===== src/hdl/cpu_pkg.sv =====
package cpu_pkg;

  // core widths
  localparam int DBITS = 32;
  localparam int REGNOBITS = 4;
  localparam int OP1BITS = 6;
  localparam int OP2BITS = 8;
  localparam int IMMBITS = 16;

  // memories, word addressed by pc[9:2] and addr[9:2]
  localparam int IMEM_WORDS = 256;
  localparam int DMEM_WORDS = 256;
  localparam int MEM_IDX_BITS = $clog2(IMEM_WORDS);

  localparam logic [DBITS-1:0] START_PC = 32'h0000_0100;
  localparam logic [DBITS-1:0] INST_BYTES = 32'd4;
  localparam logic [DBITS-1:0] NOP = '0;

  // memory mapped led register
  localparam logic [DBITS-1:0] ADDR_LEDR = 32'hFFFF_F020;
  localparam int LEDR_BITS = 10;

  // primary opcodes
  localparam logic [OP1BITS-1:0] OP1_ALUR = 6'b000000;
  localparam logic [OP1BITS-1:0] OP1_BEQ  = 6'b001000;
  localparam logic [OP1BITS-1:0] OP1_BLT  = 6'b001001;
  localparam logic [OP1BITS-1:0] OP1_BLE  = 6'b001010;
  localparam logic [OP1BITS-1:0] OP1_BNE  = 6'b001011;
  localparam logic [OP1BITS-1:0] OP1_JAL  = 6'b001100;
  localparam logic [OP1BITS-1:0] OP1_LW   = 6'b010010;
  localparam logic [OP1BITS-1:0] OP1_SW   = 6'b011010;
  localparam logic [OP1BITS-1:0] OP1_ADDI = 6'b100000;
  localparam logic [OP1BITS-1:0] OP1_ANDI = 6'b100100;
  localparam logic [OP1BITS-1:0] OP1_ORI  = 6'b100101;
  localparam logic [OP1BITS-1:0] OP1_XORI = 6'b100110;

  // secondary opcodes, register format only
  localparam logic [OP2BITS-1:0] OP2_NOP  = 8'b00000000;
  localparam logic [OP2BITS-1:0] OP2_EQ   = 8'b00001000;
  localparam logic [OP2BITS-1:0] OP2_LT   = 8'b00001001;
  localparam logic [OP2BITS-1:0] OP2_LE   = 8'b00001010;
  localparam logic [OP2BITS-1:0] OP2_NE   = 8'b00001011;
  localparam logic [OP2BITS-1:0] OP2_ADD  = 8'b00100000;
  localparam logic [OP2BITS-1:0] OP2_AND  = 8'b00100100;
  localparam logic [OP2BITS-1:0] OP2_OR   = 8'b00100101;
  localparam logic [OP2BITS-1:0] OP2_XOR  = 8'b00100110;
  localparam logic [OP2BITS-1:0] OP2_SUB  = 8'b00101000;
  localparam logic [OP2BITS-1:0] OP2_NAND = 8'b00101100;
  localparam logic [OP2BITS-1:0] OP2_NOR  = 8'b00101101;
  localparam logic [OP2BITS-1:0] OP2_NXOR = 8'b00101110;
  localparam logic [OP2BITS-1:0] OP2_RSHF = 8'b00110000;
  localparam logic [OP2BITS-1:0] OP2_LSHF = 8'b00110001;

  // apb debug map, each memory window is 1 KB
  localparam int APB_ABITS = 16;
  localparam logic [APB_ABITS-1:0] DBG_CTRL      = 16'h0000;
  localparam logic [APB_ABITS-1:0] DBG_IMEM_BASE = 16'h1000;
  localparam logic [APB_ABITS-1:0] DBG_DMEM_BASE = 16'h2000;

  // register format, bits 17:12 unused
  typedef struct packed {
    logic [OP1BITS-1:0]   op1;
    logic [OP2BITS-1:0]   op2;
    logic [5:0]           pad;
    logic [REGNOBITS-1:0] rd;
    logic [REGNOBITS-1:0] rs;
    logic [REGNOBITS-1:0] rt;
  } r_fmt_t;

  // immediate format, imm overlaps op2 and rd
  typedef struct packed {
    logic [OP1BITS-1:0]   op1;
    logic [1:0]           pad;
    logic [IMMBITS-1:0]   imm;
    logic [REGNOBITS-1:0] rs;
    logic [REGNOBITS-1:0] rt;
  } i_fmt_t;

  typedef union packed {
    r_fmt_t r;
    i_fmt_t i;
  } inst_u;

  typedef struct packed {
    logic is_br;
    logic is_jmp;
    logic rd_mem;
    logic wr_mem;
    logic wr_reg;
  } ctrl_t;

  typedef struct packed {
    logic                 valid;
    logic [DBITS-1:0]     pc;
    inst_u                inst;
    ctrl_t                ctrl;
    logic [REGNOBITS-1:0] wregno;
    logic [DBITS-1:0]     regval1;
    logic [DBITS-1:0]     regval2;
    logic [DBITS-1:0]     immval;
  } id_ex_t;

  typedef struct packed {
    logic                 valid;
    ctrl_t                ctrl;
    logic [REGNOBITS-1:0] wregno;
    logic [DBITS-1:0]     aluout;
    logic [DBITS-1:0]     regval2;
  } ex_mem_t;

  typedef struct packed {
    logic                 wr_reg;
    logic [REGNOBITS-1:0] wregno;
    logic [DBITS-1:0]     regval;
  } mem_wb_t;

  typedef struct packed {
    logic             taken;
    logic [DBITS-1:0] target;
  } redirect_t;

  typedef struct packed {
    logic                    we;
    logic [MEM_IDX_BITS-1:0] index;
    logic [DBITS-1:0]        wdata;
  } mem_port_t;

  typedef struct packed {
    logic                 psel;
    logic                 penable;
    logic                 pwrite;
    logic [APB_ABITS-1:0] paddr;
    logic [DBITS-1:0]     pwdata;
  } apb_req_t;

  typedef struct packed {
    logic [DBITS-1:0] prdata;
    logic             pready;
    logic             pslverr;
  } apb_rsp_t;

endpackage

===== src/hdl/debug_regs.sv =====
`timescale 1ns/1ps

module debug_regs (
  input  logic                       clk,
  input  logic                       reset,
  input  cpu_pkg::apb_req_t          apb_req,
  output cpu_pkg::apb_rsp_t          apb_rsp,
  input  logic [cpu_pkg::DBITS-1:0]  imem_rdata,
  input  logic [cpu_pkg::DBITS-1:0]  dmem_rdata,
  output logic                       run,
  output cpu_pkg::mem_port_t         imem_dbg,
  output cpu_pkg::mem_port_t         dmem_dbg
);
  import cpu_pkg::*;

  // window select uses the bits above the 1 KB word range
  localparam int WIN_LSB = MEM_IDX_BITS + 2;

  logic             setup;
  logic             access;
  logic             ctrl_hit;
  logic             imem_hit;
  logic             dmem_hit;
  logic             err;
  logic [DBITS-1:0] rdata;
  logic [DBITS-1:0] prdata_q;
  logic             pslverr_q;

  assign setup  = apb_req.psel && !apb_req.penable;
  assign access = apb_req.psel && apb_req.penable;

  // address decode
  assign ctrl_hit = apb_req.paddr == DBG_CTRL;
  assign imem_hit = apb_req.paddr[APB_ABITS-1:WIN_LSB] == DBG_IMEM_BASE[APB_ABITS-1:WIN_LSB];
  assign dmem_hit = apb_req.paddr[APB_ABITS-1:WIN_LSB] == DBG_DMEM_BASE[APB_ABITS-1:WIN_LSB];

  // memory windows only while the core is stopped
  assign err = (imem_hit || dmem_hit) ? run : !ctrl_hit;

  // read mux, memories return their word at the debug index
  always_comb begin
    if (ctrl_hit)
      rdata = {{(DBITS-1){1'b0}}, run};
    else if (imem_hit && !run)
      rdata = imem_rdata;
    else if (dmem_hit && !run)
      rdata = dmem_rdata;
    else
      rdata = '0;
  end

  // response captured in setup, presented in access
  always_ff @(posedge clk or posedge reset) begin
    if (reset) begin
      run       <= 1'b0;
      prdata_q  <= '0;
      pslverr_q <= 1'b0;
    end else begin
      if (setup) begin
        prdata_q  <= rdata;
        pslverr_q <= err;
      end
      // run bit, core starts at START_PC next cycle
      if (access && apb_req.pwrite && ctrl_hit)
        run <= apb_req.pwdata[0];
    end
  end

  // no wait states
  assign apb_rsp.prdata  = prdata_q;
  assign apb_rsp.pready  = apb_req.penable;
  assign apb_rsp.pslverr = pslverr_q;

  // write strobes only in access, refused writes do nothing
  assign imem_dbg.we    = access && apb_req.pwrite && imem_hit && !err;
  assign imem_dbg.index = apb_req.paddr[WIN_LSB-1:2];
  assign imem_dbg.wdata = apb_req.pwdata;
  assign dmem_dbg.we    = access && apb_req.pwrite && dmem_hit && !err;
  assign dmem_dbg.index = apb_req.paddr[WIN_LSB-1:2];
  assign dmem_dbg.wdata = apb_req.pwdata;

  // access phase must follow a setup phase of the same transfer
  a_apb_phase: assert property (@(posedge clk) disable iff (reset)
    apb_req.penable |-> apb_req.psel && $past(apb_req.psel))
    else $error("apb penable without psel");

endmodule


===== config.mk =====
export PLATFORM = sky130hd
export DESIGN_NAME = debug_regs
export DESIGN_NICKNAME = d
export VERILOG_FILES = /design/src/hdl/cpu_pkg.sv /design/src/hdl/debug_regs.sv
export SDC_FILE = /design/constraint.sdc
export NUM_CORES = 1
export LEC_CHECK = 0
export ABC_AREA = 1
export BUFFER_PORTS_ARGS = -buffer_cell sky130_fd_sc_hd__buf_2
export CORE_MARGIN = 5
export CORE_UTILIZATION = 41
export DETAILED_ROUTE_END_ITERATION = 16
export PLACE_DENSITY = 0.89
export SYNTH_ARGS = -nofsm -noshare
export SYNTH_HDL_FRONTEND = slang
export SYNTH_SLANG_ARGS = --single-unit
export TNS_END_PERCENT = 20

===== constraint.sdc =====
create_clock -name clk -period 2.68 [get_ports clk]
set_input_delay 0.268 -clock clk [delete_from_list [all_inputs] [get_ports clk]]
set_output_delay 0.268 -clock clk [all_outputs]
set_load 0.005 [all_outputs]

[Yosys cells after proc, flatten, opt, wreduce, memory -nomap -nowiden]
Index checks and enable logic that the tools add are counted.
Word-level totals
  flip-flop bits (word level): 34
  input port bits: 117
  output and inout bits: 117
  word-level logic and storage cells: 25
Cells by class
  equality and inequality tests: 2
  muxes and demuxes: 4
  reduce and logical (&&, ||, !) cells: 16
Operator list (count)
  32-bit 2-to-1 mux: 3
  16-bit zero test: 1
  1-bit logical AND: 10
  6-bit by 3-bit equality test with 1-bit output (second input constant): 1
  6-bit by 4-bit equality test with 1-bit output (second input constant): 1
  1-bit zero test: 4
  1-bit logical OR: 1
  1-bit 2-to-1 mux: 1

[Depth between registers and ports, before layout]
Gate-level depths: netlist of run 1.
  word-level depth: 5
  gate-level depth with buffers: 8
  mapped depth without buffers: 8

[Worst setup path before layout of run 1]
No wires, ideal clock.
  kind: register -> output
  start point: reg run
  end point: out dmem_dbg[40] (netlist bit)
  arrival: 0.946 ns
  data required time: 2.412 ns
  path slack: 1.466 ns
  stages on the path, launching flop included: 7
  path buffers: 1
  cells stage by stage: dfrtp_1 > inv_1 > buf_2 > nand2_1 > nand2_1 > nand2_1 > nor2_1
RTL lines
  start, declared: line debug_regs.sv:10  | output logic run,
  start signal, assigned: line debug_regs.sv:65  | run <= apb_req.pwdata[0];
  end, declared: line debug_regs.sv:12  | output cpu_pkg::mem_port_t dmem_dbg

==> out/results.tsv, run 1 <==
stage	metric	value	unit
power_and_ir_drop	Peak VDD IR	0.000219	V
worst_setup_path	crit end category	primary output	
cells_and_area	post-route cell area	2780	sq um
logic_synthesis	synth unique cells	16	
worst_setup_path	R2R Path Start	run	
grt	GR Overflow Total	0	
logic_synthesis	Syn Nets	488	
logic_synthesis	Yosys reg bits	34	
logic_synthesis	synthesized area	2640	sq um
sta	final hold violations	0	
min_path	hold crit path type	in2async	
sta	worst slew pin tran	0.542	ns
power_and_ir_drop	power per cell area	365	nW/um^2
clock_network	post-CTS setup buffers	0	
worst_setup_path	FF-to-FF setup slack	1.16	ns
place	Final GP Congestion	0.761	
cells_and_area	Syn-to-layout area delta	5.50	%
clock_network	total CTS buffers	5	
sta	final setup fails	0	
grt	first-pass GRT wire length	11.3	mm
sta	Final Max Tran Viols	0	
worst_setup_path	cells on worst reg2reg path	6	
drt	Post-Route WL	6.97	mm
worst_setup_path	Startpoint Class	flop	
drt	DR WL/cell	14.0	um
place	Port Buffers	140	
place	Final HPWL DP	5.29	mm
drt	Post-DRT Antenna Nets	0	
grt	vias in the first global route	2362	
worst_setup_path	Critical Path RT	2.41	ns
grt	initial antenna violation count	0	
sta	final cycle utilization of the critical path	0.580	
clock_network	Clock transition at path regs	0.07	ns
logic_synthesis	sequential-to-total area share from yosys stat	0.322	
floorplan	Die Height	90.2	um
drt	via count	2407	
drt	Initial DRT Pass Iterations	5	
cells_and_area	# nets final	540	
clock_network	CTS Hold Bufs	0	
floorplan	Die W	90.2	um
floorplan	boundary pin count	234	
sta	clock skew	0.00378	ns
run_status	outcome	completed	
place	Placement Cell Area	2700	sq um
logic_synthesis	Mean Syn Cell Area	7.11	sq um
sta	RSZ-0062 raised after global routing	no	
drt	DRC viols	0	
logic_synthesis	YS warnings	0	
worst_setup_path	worst reg2reg path endpoint	prdata_q[12]	
sta	setup_tns	0	ns
floorplan	Core Area	6310	sq um
grt	GRT Total Usage	0.167	
clock_network	H-tree levels	2	
logic_synthesis	Mapped Cells	371	
flow_run	Max Cap Viol	0	
sta	worst rel slew slack	0.638	
grt	largest net degree at the start of global routing	57	
clock_network	CTS tree	yes	
clock_network	clk sink count	34	
power_and_ir_drop	Pleak	1.76	nW
cells_and_area	share of cells above drive strength 1	0.379	
clock_network	worst-case clock buffer depth	2	
sta	Peak Freq	0.644	GHz
cells_and_area	Diodes inserted	0	
clock_network	clk_lat worst skew	0.28	ns
floorplan	Initial Util	0.418	
worst_setup_path	crit path DAT	1.29	ns
worst_setup_path	crit-path max FO	12	
drt	Vias/cell	4.82	
floorplan	Die ar.	8140	sq um
clock_network	PostCTS Resize Cnt	0	
clock_network	Root Driver	clkbuf_8	
floorplan	Std-Cell Rows	29	
worst_setup_path	WS Path Type	reg2out	
drt	First DRT Iteration DRCs	105	
sta	fin crit period	1.55	ns
per-layer routing:
| metal | share of wire | wire, um | vias to the layer above | global-route usage |
|---|---|---|---|---|
| met2 | 0.49 | 3450 | 113 | 0.295 |
| met1 | 0.38 | 2660 | 1084 | 0.185 |
| li1 | - | - | 1177 | - |
| met5 | 0 | 0 | - | 0 |
| met3 | 0.097 | 679 | 33 | 0.0559 |
| met4 | 0.025 | 176 | 0 | 0.0596 |
worst max-delay path by stage:
stage / start / endpoint / slack [ns] / cells past startpoint
after floorplan: run / dmem_dbg[40] / 1.47 / 6
after global placement: apb_req[43] / prdata_q[11] / 1.09 / 9
after CTS: run / imem_dbg[40] / 1.10 / 6
final: run / imem_dbg[40] / 1.13 / 6
after global routing: run / dmem_dbg[40] / 0.94 / 6
after detailed placement: apb_req[43] / prdata_q[12] / 1.04 / 9
worst max-delay path: stages, from the launching register on:
cell and delay, ns:
dfrtp_1 0.40, inv_2 0.16, nand2_1 0.08, nand2_1 0.07, nand2_1 0.07, nor2_1 0.09, buf_2 0.13
power breakdown:
group | internal, mW | total [mW] | switching (mW) | leakage (nW)
sequential | 0.515 | 0.516 | 0.00116 | 0.467
clock | 0.198 | 0.367 | 0.169 | 0.0431
combinational | 0.0630 | 0.133 | 0.0697 | 1.25
state kept, by name, summed over array words and instances (netlist names):
signal / cells
prdata_q: 32
run: 1
pslverr_q: 1
logic make-up after synthesis:
family / after synthesis / synth area share
buffers and inverters: 111 / 0.310
AOI/OAI and AO/OA: 3 / 0.00569
and+or+nand+nor: 223 / 0.362
DFF: 34 / 0.322
synth_stat cells:
cell      number  share of area
a21oi_1        1         0.0019
buf_2          7          0.013
buf_4         85           0.24
buf_6          7          0.030
clkbuf_8       2          0.010
clkinv_1       1         0.0014
dfrtp_1       34           0.32
inv_1          9          0.013
nand2_1      139           0.20
nand2_2        1         0.0024
nand3_1       66           0.13
nand3_2        1         0.0038
nor2_1        11          0.016
nor2_2         2         0.0047
nor2_4         3          0.013
o21ai_0        2         0.0038
cells in the final DEF, fill, tap and decap left out, drive strengths merged:
cell type  instances
o21ai              2
buf              146
nand2            140
a21oi              1
clkbuf             6
inv                9
nor2              16
dfrtp             34
nand3             67
clkinv             1
layout make-up:
type,instances,area (sq um)
Fill cell,672,3530
Multi-Input combinational cell,226,971
Sequential cell,34,851
Timing Repair Buffer,146,746
Tap cell,77,96.3
Clock buffer,6,82.6
Inverter,10,37.5
through the flow:
stage               setup WS (ns)  power (mW)  std cells  hold slack [ns]   util
floorplan                    1.47       0.666        371            0.389      -
global placement             1.09       0.658        493            0.394  0.428
detailed placement           1.04       0.660        493            0.395  0.428
CTS                          1.10        1.04        499           0.0949  0.441
global route                0.944        1.08        499            0.126  0.441
finish                       1.13        1.02        499           0.0842  0.441
(Power assumes the default switching activity.)
==> inputs of run 2 (changes only) <==
Settings changed: CORE_UTILIZATION 41 to 35, PLACE_DENSITY 0.89 to 0.82.
Clock period 2.68 ns to 1.3 ns, I/O delays scaled along.
==> out/results.tsv, run 2 (synthesized netlist as in run 1, its figures left out) <==
stage	metric	value	unit	change
sta	fin crit period	1.30	ns	
power_and_ir_drop	Pleak	1.84	nW	+4.1%
sta	final cycle utilization of the critical path	0.998		
clock_network	total CTS buffers	5		unchanged
clock_network	Clock transition at path regs	0.07	ns	about the same
drt	Post-Route WL	7.23	mm	+3.8%
place	Port Buffers	140		unchanged
sta	Final Max Tran Viols	0		unchanged
drt	via count	2447		+1.7%
place	Placement Cell Area	2830	sq um	+4.9%
worst_setup_path	WS Path Type	reg2out		
worst_setup_path	crit end category	primary output		
worst_setup_path	Startpoint Class	flop		
cells_and_area	post-route cell area	2990	sq um	+7.4%
sta	Hold Slack	0.107	ns	+0.0224 ns
drt	Post-DRT Antenna Nets	0		unchanged
place	Final GP Congestion	0.800		+5.1%
grt	first-pass GRT wire length	11.7	mm	+3.3%
sta	RSZ-0062 raised after global routing	yes		
grt	largest net degree at the start of global routing	37		-35%
cells_and_area	commonest non-fill, non-tap cells in the layout	buf_2, nand2_1, nand3_1		
place	Final HPWL DP	5.50	mm	+4.1%
worst_setup_path	crit-path max FO	2		-10
clock_network	worst-case clock buffer depth	2		unchanged
drt	First DRT Iteration DRCs	117		+11%
power_and_ir_drop	power per cell area	764	nW/um^2	+110%
clock_network	Root Driver	clkbuf_8		
worst_setup_path	crit path DAT	1.17	ns	-0.12 ns
floorplan	Std-Cell Rows	31		+6.9%
drt	DR WL/cell	13.6	um	-2.5%
drt	Initial DRT Pass Iterations	4		-1
cells_and_area	fin util	0.410		-0.0310
floorplan	Die W	96.8	um	+7.3%
cells_and_area	Diodes inserted	0		unchanged
sta	worst rel slew slack	0.705		+0.0665
floorplan	Initial Util	0.362		-0.0561
clock_network	H-tree levels	2		unchanged
clock_network	CTS tree	yes		
drt	Vias/cell	4.61		-4.5%
clock_network	clk_lat worst skew	0.28	ns	about the same
grt	vias in the first global route	2530		+7.1%
sta	final hold violations	0		unchanged
grt	initial antenna violation count	0		unchanged
cells_and_area	commonest non-fill, non-tap cell in the layout	buf_2		
sta	final setup fails	0		unchanged
cells_and_area	Most flops, register	prdata_q		
floorplan	Die ar.	9380	sq um	+15%
drt	DRC viols	0		unchanged
worst_setup_path	Critical Path RT	1.17	ns	-1.24 ns
cells_and_area	biggest regs	prdata_q x32, pslverr_q x1, run x1		
cells_and_area	# nets final	548		+1.5%
sta	Peak Freq	0.770	GHz	
cells_and_area	share of cells above drive strength 1	0.403		+0.0236
floorplan	Die Height	96.8	um	+7.3%
sta	worst slew pin tran	0.443	ns	-0.0997 ns
run_status	outcome	completed		
sta	clock skew	0.00459	ns	+0.000811 ns
min_path	hold crit path type	in2reg		
grt	GR Overflow Total	0		unchanged
cells_and_area	number of flip-flops under the largest register name	32		unchanged
grt	GRT Total Usage	0.148		-0.0186
floorplan	boundary pin count	234		unchanged
flow_run	Max Cap Viol	0		unchanged
floorplan	Core Area	7290	sq um	+15%
power_and_ir_drop	Peak VDD IR	0.000482	V	+120%
cells_and_area	Syn-to-layout area delta	13.3	%	
clock_network	clk sink count	34		unchanged
run 2: changes by cell type in the layout (fill, tap and decap cells not counted), sizes merged:
cell         delta
buf             +7
dlygate4sd3     +1
clkbuf          +2
run 2: critical path, cell delays in order, from the launching register on:
cell and delay [ns]:
dfrtp_1 0.39, inv_2 0.08, nand2_2 0.06, nand2_2 0.08, nand2_2 0.07, nor2_2 0.10, buf_2 0.12
run 2: layout make-up:
| type | instances | area (sq um) |
|---|---|---|
| clock buffer | 8 | 110 |
| inverter | 10 | 37.5 |
| tap | 99 | 124 |
| sequential | 34 | 851 |
| multi-input combinational | 226 | 983 |
| timing repair buffer | 154 | 883 |
| fill | 808 | 4300 |
run 2: per-layer routing:
metal / vias to the layer above / share of wire / track usage
met5: - / 0 / 0
met4: 0 / 0.032 / 0.0799
met3: 32 / 0.080 / 0.0439
met2: 114 / 0.47 / 0.244
met1: 1101 / 0.41 / 0.173
li1: 1200 / - / -
run 2: power breakdown:
part	internal, mW	switching, mW
clock	0.536	0.403
combinational	0.138	0.145
sequential	1.06	0.00221
total	1.73	0.550
run 2: worst paths after layout:
path                        startpoint  cells after the start  slack, ns            to
max in group asynchronous        reset                      4       0.48  prdata_q[31]
min in group asynchronous        reset                      4       0.50   prdata_q[7]
min                         apb_req[0]                      3       0.11           run
min reg2reg                prdata_q[1]                      2       0.48   prdata_q[1]
max                                run                      6      0.002  dmem_dbg[40]
max reg2reg                        run                      7       0.13  prdata_q[24]
run 2: what timing repair did:
action                                 CTS  global route
pin swaps                                0             2
hold buffers                             1             0
buffers inserted                         2             1
endpoints found under the hold margin   34             0
setup endpoints to repair                2             2
gates resized for setup                  0             5
run 2: through the flow:
step | std cells | power [mW] | setup TNS [ns] | setup slack, ns
after CTS | 530 | 2.33 | 0 | 0.0106
after global placement | 519 | 1.36 | 0 | 0.113
final | 531 | 2.28 | 0 | 0.00195
after floorplan | 371 | 1.37 | 0 | 0.159
after detailed placement | 519 | 1.36 | 0 | 0.0398
after global routing | 531 | 2.41 | -0.101 | -0.0570
