## src/hdl/cpu_pkg.sv

```systemverilog
package cpu_pkg;

  // core widths
  localparam int DBITS = 32;
  localparam int REGNOBITS = 4;
  localparam int OP1BITS = 6;
  localparam int OP2BITS = 8;
  localparam int IMMBITS = 16;

  // memories, word addressed by pc[9:2] and addr[9:2]
  localparam int IMEM_WORDS = 256;
  localparam int DMEM_WORDS = 256;
  localparam int MEM_IDX_BITS = $clog2(IMEM_WORDS);

  localparam logic [DBITS-1:0] START_PC = 32'h0000_0100;
  localparam logic [DBITS-1:0] INST_BYTES = 32'd4;
  localparam logic [DBITS-1:0] NOP = '0;

  // memory mapped led register
  localparam logic [DBITS-1:0] ADDR_LEDR = 32'hFFFF_F020;
  localparam int LEDR_BITS = 10;

  // primary opcodes
  localparam logic [OP1BITS-1:0] OP1_ALUR = 6'b000000;
  localparam logic [OP1BITS-1:0] OP1_BEQ  = 6'b001000;
  localparam logic [OP1BITS-1:0] OP1_BLT  = 6'b001001;
  localparam logic [OP1BITS-1:0] OP1_BLE  = 6'b001010;
  localparam logic [OP1BITS-1:0] OP1_BNE  = 6'b001011;
  localparam logic [OP1BITS-1:0] OP1_JAL  = 6'b001100;
  localparam logic [OP1BITS-1:0] OP1_LW   = 6'b010010;
  localparam logic [OP1BITS-1:0] OP1_SW   = 6'b011010;
  localparam logic [OP1BITS-1:0] OP1_ADDI = 6'b100000;
  localparam logic [OP1BITS-1:0] OP1_ANDI = 6'b100100;
  localparam logic [OP1BITS-1:0] OP1_ORI  = 6'b100101;
  localparam logic [OP1BITS-1:0] OP1_XORI = 6'b100110;

  // secondary opcodes, register format only
  localparam logic [OP2BITS-1:0] OP2_NOP  = 8'b00000000;
  localparam logic [OP2BITS-1:0] OP2_EQ   = 8'b00001000;
  localparam logic [OP2BITS-1:0] OP2_LT   = 8'b00001001;
  localparam logic [OP2BITS-1:0] OP2_LE   = 8'b00001010;
  localparam logic [OP2BITS-1:0] OP2_NE   = 8'b00001011;
  localparam logic [OP2BITS-1:0] OP2_ADD  = 8'b00100000;
  localparam logic [OP2BITS-1:0] OP2_AND  = 8'b00100100;
  localparam logic [OP2BITS-1:0] OP2_OR   = 8'b00100101;
  localparam logic [OP2BITS-1:0] OP2_XOR  = 8'b00100110;
  localparam logic [OP2BITS-1:0] OP2_SUB  = 8'b00101000;
  localparam logic [OP2BITS-1:0] OP2_NAND = 8'b00101100;
  localparam logic [OP2BITS-1:0] OP2_NOR  = 8'b00101101;
  localparam logic [OP2BITS-1:0] OP2_NXOR = 8'b00101110;
  localparam logic [OP2BITS-1:0] OP2_RSHF = 8'b00110000;
  localparam logic [OP2BITS-1:0] OP2_LSHF = 8'b00110001;

  // apb debug map, each memory window is 1 KB
  localparam int APB_ABITS = 16;
  localparam logic [APB_ABITS-1:0] DBG_CTRL      = 16'h0000;
  localparam logic [APB_ABITS-1:0] DBG_IMEM_BASE = 16'h1000;
  localparam logic [APB_ABITS-1:0] DBG_DMEM_BASE = 16'h2000;

  // register format, bits 17:12 unused
  typedef struct packed {
    logic [OP1BITS-1:0]   op1;
    logic [OP2BITS-1:0]   op2;
    logic [5:0]           pad;
    logic [REGNOBITS-1:0] rd;
    logic [REGNOBITS-1:0] rs;
    logic [REGNOBITS-1:0] rt;
  } r_fmt_t;

  // immediate format, imm overlaps op2 and rd
  typedef struct packed {
    logic [OP1BITS-1:0]   op1;
    logic [1:0]           pad;
    logic [IMMBITS-1:0]   imm;
    logic [REGNOBITS-1:0] rs;
    logic [REGNOBITS-1:0] rt;
  } i_fmt_t;

  typedef union packed {
    r_fmt_t r;
    i_fmt_t i;
  } inst_u;

  typedef struct packed {
    logic is_br;
    logic is_jmp;
    logic rd_mem;
    logic wr_mem;
    logic wr_reg;
  } ctrl_t;

  typedef struct packed {
    logic                 valid;
    logic [DBITS-1:0]     pc;
    inst_u                inst;
    ctrl_t                ctrl;
    logic [REGNOBITS-1:0] wregno;
    logic [DBITS-1:0]     regval1;
    logic [DBITS-1:0]     regval2;
    logic [DBITS-1:0]     immval;
  } id_ex_t;

  typedef struct packed {
    logic                 valid;
    ctrl_t                ctrl;
    logic [REGNOBITS-1:0] wregno;
    logic [DBITS-1:0]     aluout;
    logic [DBITS-1:0]     regval2;
  } ex_mem_t;

  typedef struct packed {
    logic                 wr_reg;
    logic [REGNOBITS-1:0] wregno;
    logic [DBITS-1:0]     regval;
  } mem_wb_t;

  typedef struct packed {
    logic             taken;
    logic [DBITS-1:0] target;
  } redirect_t;

  typedef struct packed {
    logic                    we;
    logic [MEM_IDX_BITS-1:0] index;
    logic [DBITS-1:0]        wdata;
  } mem_port_t;

  typedef struct packed {
    logic                 psel;
    logic                 penable;
    logic                 pwrite;
    logic [APB_ABITS-1:0] paddr;
    logic [DBITS-1:0]     pwdata;
  } apb_req_t;

  typedef struct packed {
    logic [DBITS-1:0] prdata;
    logic             pready;
    logic             pslverr;
  } apb_rsp_t;

endpackage
```

## src/hdl/decode_stage.sv

```systemverilog
`timescale 1ns/1ps

module decode_stage (
  input  logic                       clk,
  input  logic                       reset,
  input  logic                       run,
  input  logic [cpu_pkg::DBITS-1:0]  fe_pc,
  input  cpu_pkg::inst_u             fe_inst,
  input  cpu_pkg::redirect_t         redirect,
  input  logic [cpu_pkg::DBITS-1:0]  ex_fwd,
  input  logic [cpu_pkg::DBITS-1:0]  mem_fwd,
  input  cpu_pkg::ex_mem_t           ex_mem,
  input  cpu_pkg::mem_wb_t           mem_wb,
  output logic                       stall,
  output cpu_pkg::id_ex_t            id_ex
);
  import cpu_pkg::*;

  logic [DBITS-1:0]     regs [2**REGNOBITS];
  logic [OP1BITS-1:0]   op1;
  logic [REGNOBITS-1:0] rs;
  logic [REGNOBITS-1:0] rt;
  logic                 is_op2;
  logic                 is_alui;
  ctrl_t                ctrl;
  id_ex_t               id_ex_w;

  // youngest producer wins, regfile write bypass last
  function automatic logic [DBITS-1:0] operand(input logic [REGNOBITS-1:0] rno);
    logic [DBITS-1:0] val;
    if (rno == '0)
      val = '0;
    else if (id_ex.ctrl.wr_reg && id_ex.wregno == rno)
      val = ex_fwd;
    else if (ex_mem.ctrl.wr_reg && ex_mem.wregno == rno)
      val = mem_fwd;
    else if (mem_wb.wr_reg && mem_wb.wregno == rno)
      val = mem_wb.regval;
    else
      val = regs[rno];
    return val;
  endfunction

  // fields common to both formats
  assign op1 = fe_inst.r.op1;
  assign rs  = fe_inst.r.rs;
  assign rt  = fe_inst.r.rt;

  // all zero word is the register-format nop
  assign is_op2  = op1 == OP1_ALUR && fe_inst.r.op2 != OP2_NOP;
  assign is_alui = fe_inst.i.op1 inside {OP1_ADDI, OP1_ANDI, OP1_ORI, OP1_XORI};

  assign ctrl.is_br  = op1 inside {OP1_BEQ, OP1_BLT, OP1_BLE, OP1_BNE};
  assign ctrl.is_jmp = op1 == OP1_JAL;
  assign ctrl.rd_mem = op1 == OP1_LW;
  assign ctrl.wr_mem = op1 == OP1_SW;
  assign ctrl.wr_reg = is_op2 || is_alui || ctrl.is_jmp || ctrl.rd_mem;

  always_comb begin
    id_ex_w.valid   = 1'b1;
    id_ex_w.pc      = fe_pc;
    id_ex_w.inst    = fe_inst;
    id_ex_w.ctrl    = ctrl;
    // rd for register format, rt for immediate writers
    if (is_op2)
      id_ex_w.wregno = fe_inst.r.rd;
    else if (ctrl.wr_reg)
      id_ex_w.wregno = rt;
    else
      id_ex_w.wregno = '0;
    id_ex_w.regval1 = operand(rs);
    id_ex_w.regval2 = operand(rt);
    // sign extended immediate
    id_ex_w.immval  = {{(DBITS-IMMBITS){fe_inst.i.imm[IMMBITS-1]}}, fe_inst.i.imm};
  end

  // load in execute feeding this instruction
  assign stall = id_ex.ctrl.rd_mem &&
                 ((rs != '0 && id_ex.wregno == rs) || (rt != '0 && id_ex.wregno == rt));

  // r0 stays zero
  always_ff @(posedge clk) begin
    if (mem_wb.wr_reg && mem_wb.wregno != '0)
      regs[mem_wb.wregno] <= mem_wb.regval;
  end

  // decode latch, bubble on stall or flush
  always_ff @(posedge clk or posedge reset) begin
    if (reset)
      id_ex <= '0;
    else if (!run || stall || redirect.taken)
      id_ex <= '0;
    else
      id_ex <= id_ex_w;
  end

  // bubble behind a load always clears the hazard
  a_stall_once: assert property (@(posedge clk) disable iff (reset)
    stall |=> !stall)
    else $error("load-use stall held for two cycles");

endmodule

```

## config.mk

```make
export PLATFORM = sky130hd
export DESIGN_NAME = decode_stage
export DESIGN_NICKNAME = d
export VERILOG_FILES = /design/src/hdl/cpu_pkg.sv /design/src/hdl/decode_stage.sv
export SDC_FILE = /design/constraint.sdc
export NUM_CORES = 1
export LEC_CHECK = 0
export BUFFER_PORTS_ARGS = -buffer_cell sky130_fd_sc_hd__buf_2
export CORE_AREA = 2 2 310 312
export CTS_CLUSTER_SIZE = 10
export DETAILED_ROUTE_END_ITERATION = 7
export DIE_AREA = 0 0 312 314
export SLEW_MARGIN = 40
export SYNTH_ARGS = -nofsm -noshare
export SYNTH_HDL_FRONTEND = slang
export SYNTH_SLANG_ARGS = --single-unit
```

## constraint.sdc

```tcl
create_clock -name clk -period 8 [get_ports clk]
set_clock_uncertainty 0.2 [all_clocks]
set_input_delay 0 -clock clk [delete_from_list [all_inputs] [get_ports clk]]
set_output_delay 0 -clock clk [all_outputs]
set_load 0.03 [all_outputs]
```

Yosys cells after proc, flatten, opt, wreduce, memory -nomap -nowiden
Memories as Yosys holds them, arrays and structs flattened. Index checks and enable logic that the tools add are counted.

Add/sub/neg operators: 0. $mul: 0. Order comparisons: 0. Shift operators: 0. Muxes and demuxes: 13. Reduce and logical (&&, ||, !) cells: 27. Bitwise logic cells: 0. Equality and inequality tests: 17. Div/mod/pow operators: 0.

Operators by type and width (count): 2-to-1 mux 32 bit (8); 2-to-1 mux 170 bit (1); equality test 6 x 4 -> 1 bit, second input constant (5); equality test 4 bit (6); equality test 6 bit, second input constant (4); nonzero test 4 bit (5); equality test 6 x 5 -> 1 bit, second input constant (2); logical AND 1 bit (11); logical NOT 4 bit (2); 2-to-1 mux 4 bit (2); nonzero test 8 bit (1); logical NOT 6 bit (1); logical OR 1 bit (6); 2-to-1 mux 1 bit (2); logical NOT 1 bit (1).

Memories kept: 1. Flip-flop bits (word level): 170. Bits in read-only memories: 0. Bits in latches: 0. Output and inout port bits: 171. Bits in writable memories: 512. Logic and storage cells: 70.

Memories: regs (depth 16, bits a word 32, rd ports 2, clocked after Yosys merged registers in 0, wr ports 1, line decode_stage.sv:19) `logic [DBITS-1:0] regs [2**REGNOBITS];`.

Depth between registers and ports, before layout
Word-level depth: 8. Gate-level depth with buffers: 10. Mapped depth without buffers: 7.

Worst setup path before layout
No wires, ideal clock.

Kind: input port to flip-flop. From: input mem_wb[33] (netlist bit). To: memory regs[12][0] (enable). Setup slack: 4.886 ns. Arrival time: 2.453 ns. Stages on the path: 2. Library setup time: 0.461 ns. Required time: 7.339 ns. Cell sequence: clkbuf_1 -> nor3_1.

Longest elaborated chain between the ends: 4.

Ends and longest elaborated chain: from (decl) (line decode_stage.sv:13) `input cpu_pkg::mem_wb_t mem_wb,`; nonzero test 4 bit (line decode_stage.sv:83) `if (mem_wb.wr_reg && mem_wb.wregno != '0)`; logical AND 1 bit (line decode_stage.sv:83); 2-to-1 mux 1 bit (line decode_stage.sv:83); 2-to-1 mux 1 bit (implied by the code) (line decode_stage.sv:84) `regs[mem_wb.wregno] <= mem_wb.regval;`; to (decl) (line decode_stage.sv:19).

Parallel ways exist; a longest one is shown, timed or not.

Worst setup path after layout
From: register id_ex[98] (netlist bit). To: register id_ex[48] (netlist bit).

Longest elaborated chain between the ends: 7.

Ends and longest elaborated chain: from (decl) (line decode_stage.sv:15) `output cpu_pkg::id_ex_t id_ex`; from (signal assigned) (line decode_stage.sv:94) `id_ex <= id_ex_w;`; equality test 4 bit (on tied branches) (line decode_stage.sv:79, decode_stage.sv:33); logical AND 1 bit (line decode_stage.sv:79) `((rs != '0 && id_ex.wregno == rs) || (rt != '0 && id_ex.wregno == rt));`; logical OR 1 bit (line decode_stage.sv:79); logical AND 1 bit (line decode_stage.sv:78) `assign stall = id_ex.ctrl.rd_mem &&`; logical OR 1 bit (2 in series) (line decode_stage.sv:91) `else if (!run || stall || redirect.taken)`; 2-to-1 mux 170 bit * (line decode_stage.sv:91).

Mark *: on every way between the ends. The rest lies on a longest branch, timed or not.

==> metrics.log <==
[metrics] proportion of total power due to net switching: 24.5%
[metrics] Residual DRC: 0
[metrics] kind of launch point of the worst setup path: flop
[metrics] pin count of the biggest net entering global routing: 78
[metrics] clock-pin slew reported for the worst setup and hold paths after clock tree synthesis: 0.06 ns
[metrics] part of the power in the clock network: 41.3%
[metrics] net switching power figure: 1990 uW
[metrics] global placement routability congestion: 0.901
[metrics] Simple-Gate Fraction of Synth Area: 4.90%
[metrics] data arrival time of the critical path: 4.56 ns
[metrics] number of clock buffers inserted by TritonCTS: 78
[metrics] post-detailed-route via-to-cell ratio: 5.47
[metrics] detailed placer's ending HPWL: 57.0 mm
[metrics] initial antenna violation count: 6
[metrics] worst r2r path cells: 9
[metrics] synthesized-area fraction occupied by ao, oa, aoi and oai cells: 6.20%
[metrics] total routing usage reported by global routing: 20.0%
[metrics] Worst Setup End Kind: flop
[metrics] power density relative to cell area: 207 mW/mm^2
[metrics] DIE HEIGHT: 314 microns
[metrics] Max FO, Critical Path: 40
[metrics] mux cell area share after synthesis: 21.7%
[metrics] CORE AREA: 0.0944 sq mm
[metrics] Post-Syn Area per Cell: 17.5 sq um
[metrics] max-cap violations: 0
[metrics] max-slew violation count: 0
[metrics] Hold WC Path Type: in2reg
[metrics] commonest register cell after synthesis: sky130_fd_sc_hd__edfxtp_1
[metrics] area delta synth->final: 30.8%
[metrics] share of synthesized cell area in full adder, half adder and majority cells: 0%
[metrics] share of total power in combinational logic: 11.9%
[metrics] Peak supply drop: 151 uV
[metrics] Setup Buffers After CTS: 0
[metrics] number of global-route vias before repair: 21600
[metrics] Tot Pwr: 8120 uW
[metrics] worst endpoint required time: 8.38 ns
[metrics] first-iteration detailed-routing DRC count: 2075
[metrics] EDFF count, synth: 512
[metrics] full die area: 0.0980 sq mm
[metrics] number of failing hold endpoints at the final stage: 0
[metrics] vias post-DR: 20400
[metrics] unrepaired setup endpoints after global routing: false
[metrics] WS Path Type: reg2reg
[metrics] share of post-route cells with drive strength above 1: 33.3%
[metrics] ys async rst share: 21.2%
[metrics] share of the synthesized netlist area taken by xor and xnor gates: 0.701%
[metrics] post-synth design cell area: 0.0300 sq mm
[metrics] dominant combinational cell family by area after synthesis: multiplexers
[metrics] I/O pin count: 446
[metrics] slew at the pin closest to its max-slew limit: 0.838 ns
[metrics] global-route wire length before repair: 144 mm
[metrics] final critical delay including setup and external delays: 4.18 ns
[metrics] part of the cycle the worst path needs: 52.3%
[metrics] average detailed-routed wire length per instance: 26.4 microns
[metrics] number of failing setup endpoints in the final timing report: 0
[metrics] #FFs+latches synth: 650
[metrics] starting density of the core: 31.7%
[metrics] row count: 113
[metrics] Root Buffer: sky130_fd_sc_hd__clkbuf_16
[metrics] Leak Pwr: 0.0147 uW
[metrics] result of the run: finished, final reports clean
[metrics] H-tree levels: 3
[metrics] TritonCTS clock tree: done
[metrics] Synthesis Warnings: 0
[metrics] Clock Path Buffers: 3
[metrics] count of unique library cells instantiated by Yosys: 50
[metrics] part of the total power dissipated in sequential elements: 46.7%
[metrics] max-slew headroom at the worst pin: 44.2%
[metrics] Max Fclk: 239 MHz
[metrics] post-cts resize count: 0
[metrics] summed negative setup slack over all endpoints: 0 ns
[metrics] hold-fix buffer count after cts: 372
[metrics] x dimension of the die: 312 microns
[metrics] post-synthesis sequential area ratio: 62.8%
[metrics] count of buffers inserted at the top-level ports: 344
[metrics] synthesized instance count: 1710
[metrics] clock network latency to the later pin of the worst-skew pair: 0.63 ns
[metrics] Cells on Worst Hold Path: 5
[metrics] layout net count: 2688
[metrics] worst hold slack: 0.0475 ns
[metrics] Total Routed Length: 98.9 mm
[metrics] antenna violation net count after detailed routing: 0
[metrics] total internal power: 6130 uW
[metrics] number of sinks driven by the clock tree: 650
[metrics] drt first pass iters: 5
[metrics] GRT overflow: 0
-- cell usage after synthesis, types with 2 or more instances --
library cell	count	area (sq um)
sky130_fd_sc_hd__a31oi_1	31	194
sky130_fd_sc_hd__nor4_4	3	63.8
sky130_fd_sc_hd__nand2_1	75	282
sky130_fd_sc_hd__edfxtp_1	512	15400
sky130_fd_sc_hd__nor4_1	6	37.5
sky130_fd_sc_hd__mux4_2	286	6440
sky130_fd_sc_hd__xor2_1	20	175
sky130_fd_sc_hd__dfrtp_1	138	3450
sky130_fd_sc_hd__buf_2	44	220
sky130_fd_sc_hd__o221ai_1	21	184
sky130_fd_sc_hd__clkbuf_1	68	255
sky130_fd_sc_hd__nor3_1	4	20.0
sky130_fd_sc_hd__a21oi_1	97	485
sky130_fd_sc_hd__o221ai_2	12	180
sky130_fd_sc_hd__inv_1	4	15.0
sky130_fd_sc_hd__nand3b_1	5	37.5
sky130_fd_sc_hd__nor2_1	59	221
sky130_fd_sc_hd__a22oi_1	66	495
sky130_fd_sc_hd__buf_6	15	169
sky130_fd_sc_hd__nor2b_1	5	31.3
sky130_fd_sc_hd__and3_1	94	588
sky130_fd_sc_hd__xnor2_1	4	35.0
sky130_fd_sc_hd__mux4_1	2	52.6
sky130_fd_sc_hd__buf_1	10	37.5
sky130_fd_sc_hd__a2bb2oi_1	31	272
sky130_fd_sc_hd__nand3_1	8	40.0
sky130_fd_sc_hd__nand2b_1	3	18.8
sky130_fd_sc_hd__buf_4	34	255
sky130_fd_sc_hd__clkinv_1	32	120
-- state kept, by name, indices dropped and copies added (netlist names) --
register,count
id_ex,138
regs,512
-- power by group through the flow --
stage | logic, uW | clock network, uW | registers, uW
after floorplan | 452 | 0 | 3920
after global placement | 808 | 0 | 3850
after detailed placement | 819 | 0 | 3860
after CTS | 962 | 3420 | 3790
after global routing | 1030 | 3550 | 3800
final | 969 | 3360 | 3800
-- logic make-up after synthesis --
kind of cell	after synthesis
flip-flops	650
AND/OR/NAND/NOR	274
buffers and inverters	210
other	1
multiplexers	288
AO/OA/AOI/OAI	263
XOR/XNOR	24
-- worst paths after layout --
path	start	end	slack, ns
hold / removal	fe_inst[26]	id_ex[103]	0.05
hold reg to reg	id_ex[100]	id_ex[63]	0.99
min in group asynchronous	reset	id_ex[108]	0.44
setup reg to reg	id_ex[98]	id_ex[48]	3.82
max in group asynchronous	reset	id_ex[149]	6.07
setup / recovery	id_ex[98]	id_ex[48]	3.82
-- cell type report --
class	count	area, sq um
multi-input combinational	881	10300
timing repair buffer	765	5910
antenna	2	5.00
tap	1265	1580
clock inverter	11	150
clock buffer	127	2230
fill	8383	55200
inverter	37	149
sequential	650	18800
-- critical path, stage by stage, from the launching register on --
cell	delay, ns
sky130_fd_sc_hd__dfrtp_1	0.47
sky130_fd_sc_hd__xor2_1	0.22
sky130_fd_sc_hd__nor4_4	0.39
sky130_fd_sc_hd__nand2_1	0.15
sky130_fd_sc_hd__nor2_4	0.62
sky130_fd_sc_hd__buf_4	0.60
sky130_fd_sc_hd__a2bb2oi_1	0.13
sky130_fd_sc_hd__dlygate4sd3_1	0.59
sky130_fd_sc_hd__a31oi_1	0.14
sky130_fd_sc_hd__dlygate4sd3_1	0.58
-- per-layer routing --
layer / vias up / routed length (microns) / global-route usage (%)
met5: - / 31 / 0
met4: 6 / 2810 / 6.40
met3: 188 / 8740 / 4.26
met2: 1145 / 48000 / 33.2
met1: 10700 / 39300 / 26.4
li1: 8392 / - / -
-- metrics by stage --
stage / cell area [sq um] / setup WS (ns) / std cells / util [%]
floorplan: 30100 / 4.10 / 1741 / -
global placement: 33000 / 4.21 / 3222 / 34.9
detailed placement: 33000 / 4.20 / 3224 / 35.0
CTS: 39100 / 3.74 / 3734 / 41.4
global route: 39200 / 3.61 / 3736 / 41.5
finish: 39200 / 3.82 / 3738 / 41.5
-- layout by cell type (no fill, tap or decap), types with 34 or more instances in the layout --
| master | Yosys | routed |
|---|---|---|
| sky130_fd_sc_hd__a21oi_1 | 97 | 97 |
| sky130_fd_sc_hd__a22oi_1 | 66 | 66 |
| sky130_fd_sc_hd__and3_1 | 94 | 94 |
| sky130_fd_sc_hd__buf_2 | 44 | 339 |
| sky130_fd_sc_hd__buf_4 | 34 | 42 |
| sky130_fd_sc_hd__clkbuf_1 | 68 | 42 |
| sky130_fd_sc_hd__clkbuf_16 | 0 | 80 |
| sky130_fd_sc_hd__clkinv_1 | 32 | 34 |
| sky130_fd_sc_hd__dfrtp_1 | 138 | 138 |
| sky130_fd_sc_hd__dlygate4sd3_1 | 0 | 372 |
| sky130_fd_sc_hd__edfxtp_1 | 512 | 512 |
| sky130_fd_sc_hd__mux4_2 | 286 | 286 |
| sky130_fd_sc_hd__nand2_1 | 75 | 74 |
| sky130_fd_sc_hd__nor2_1 | 59 | 46 |
(Power assumes the default switching activity.)
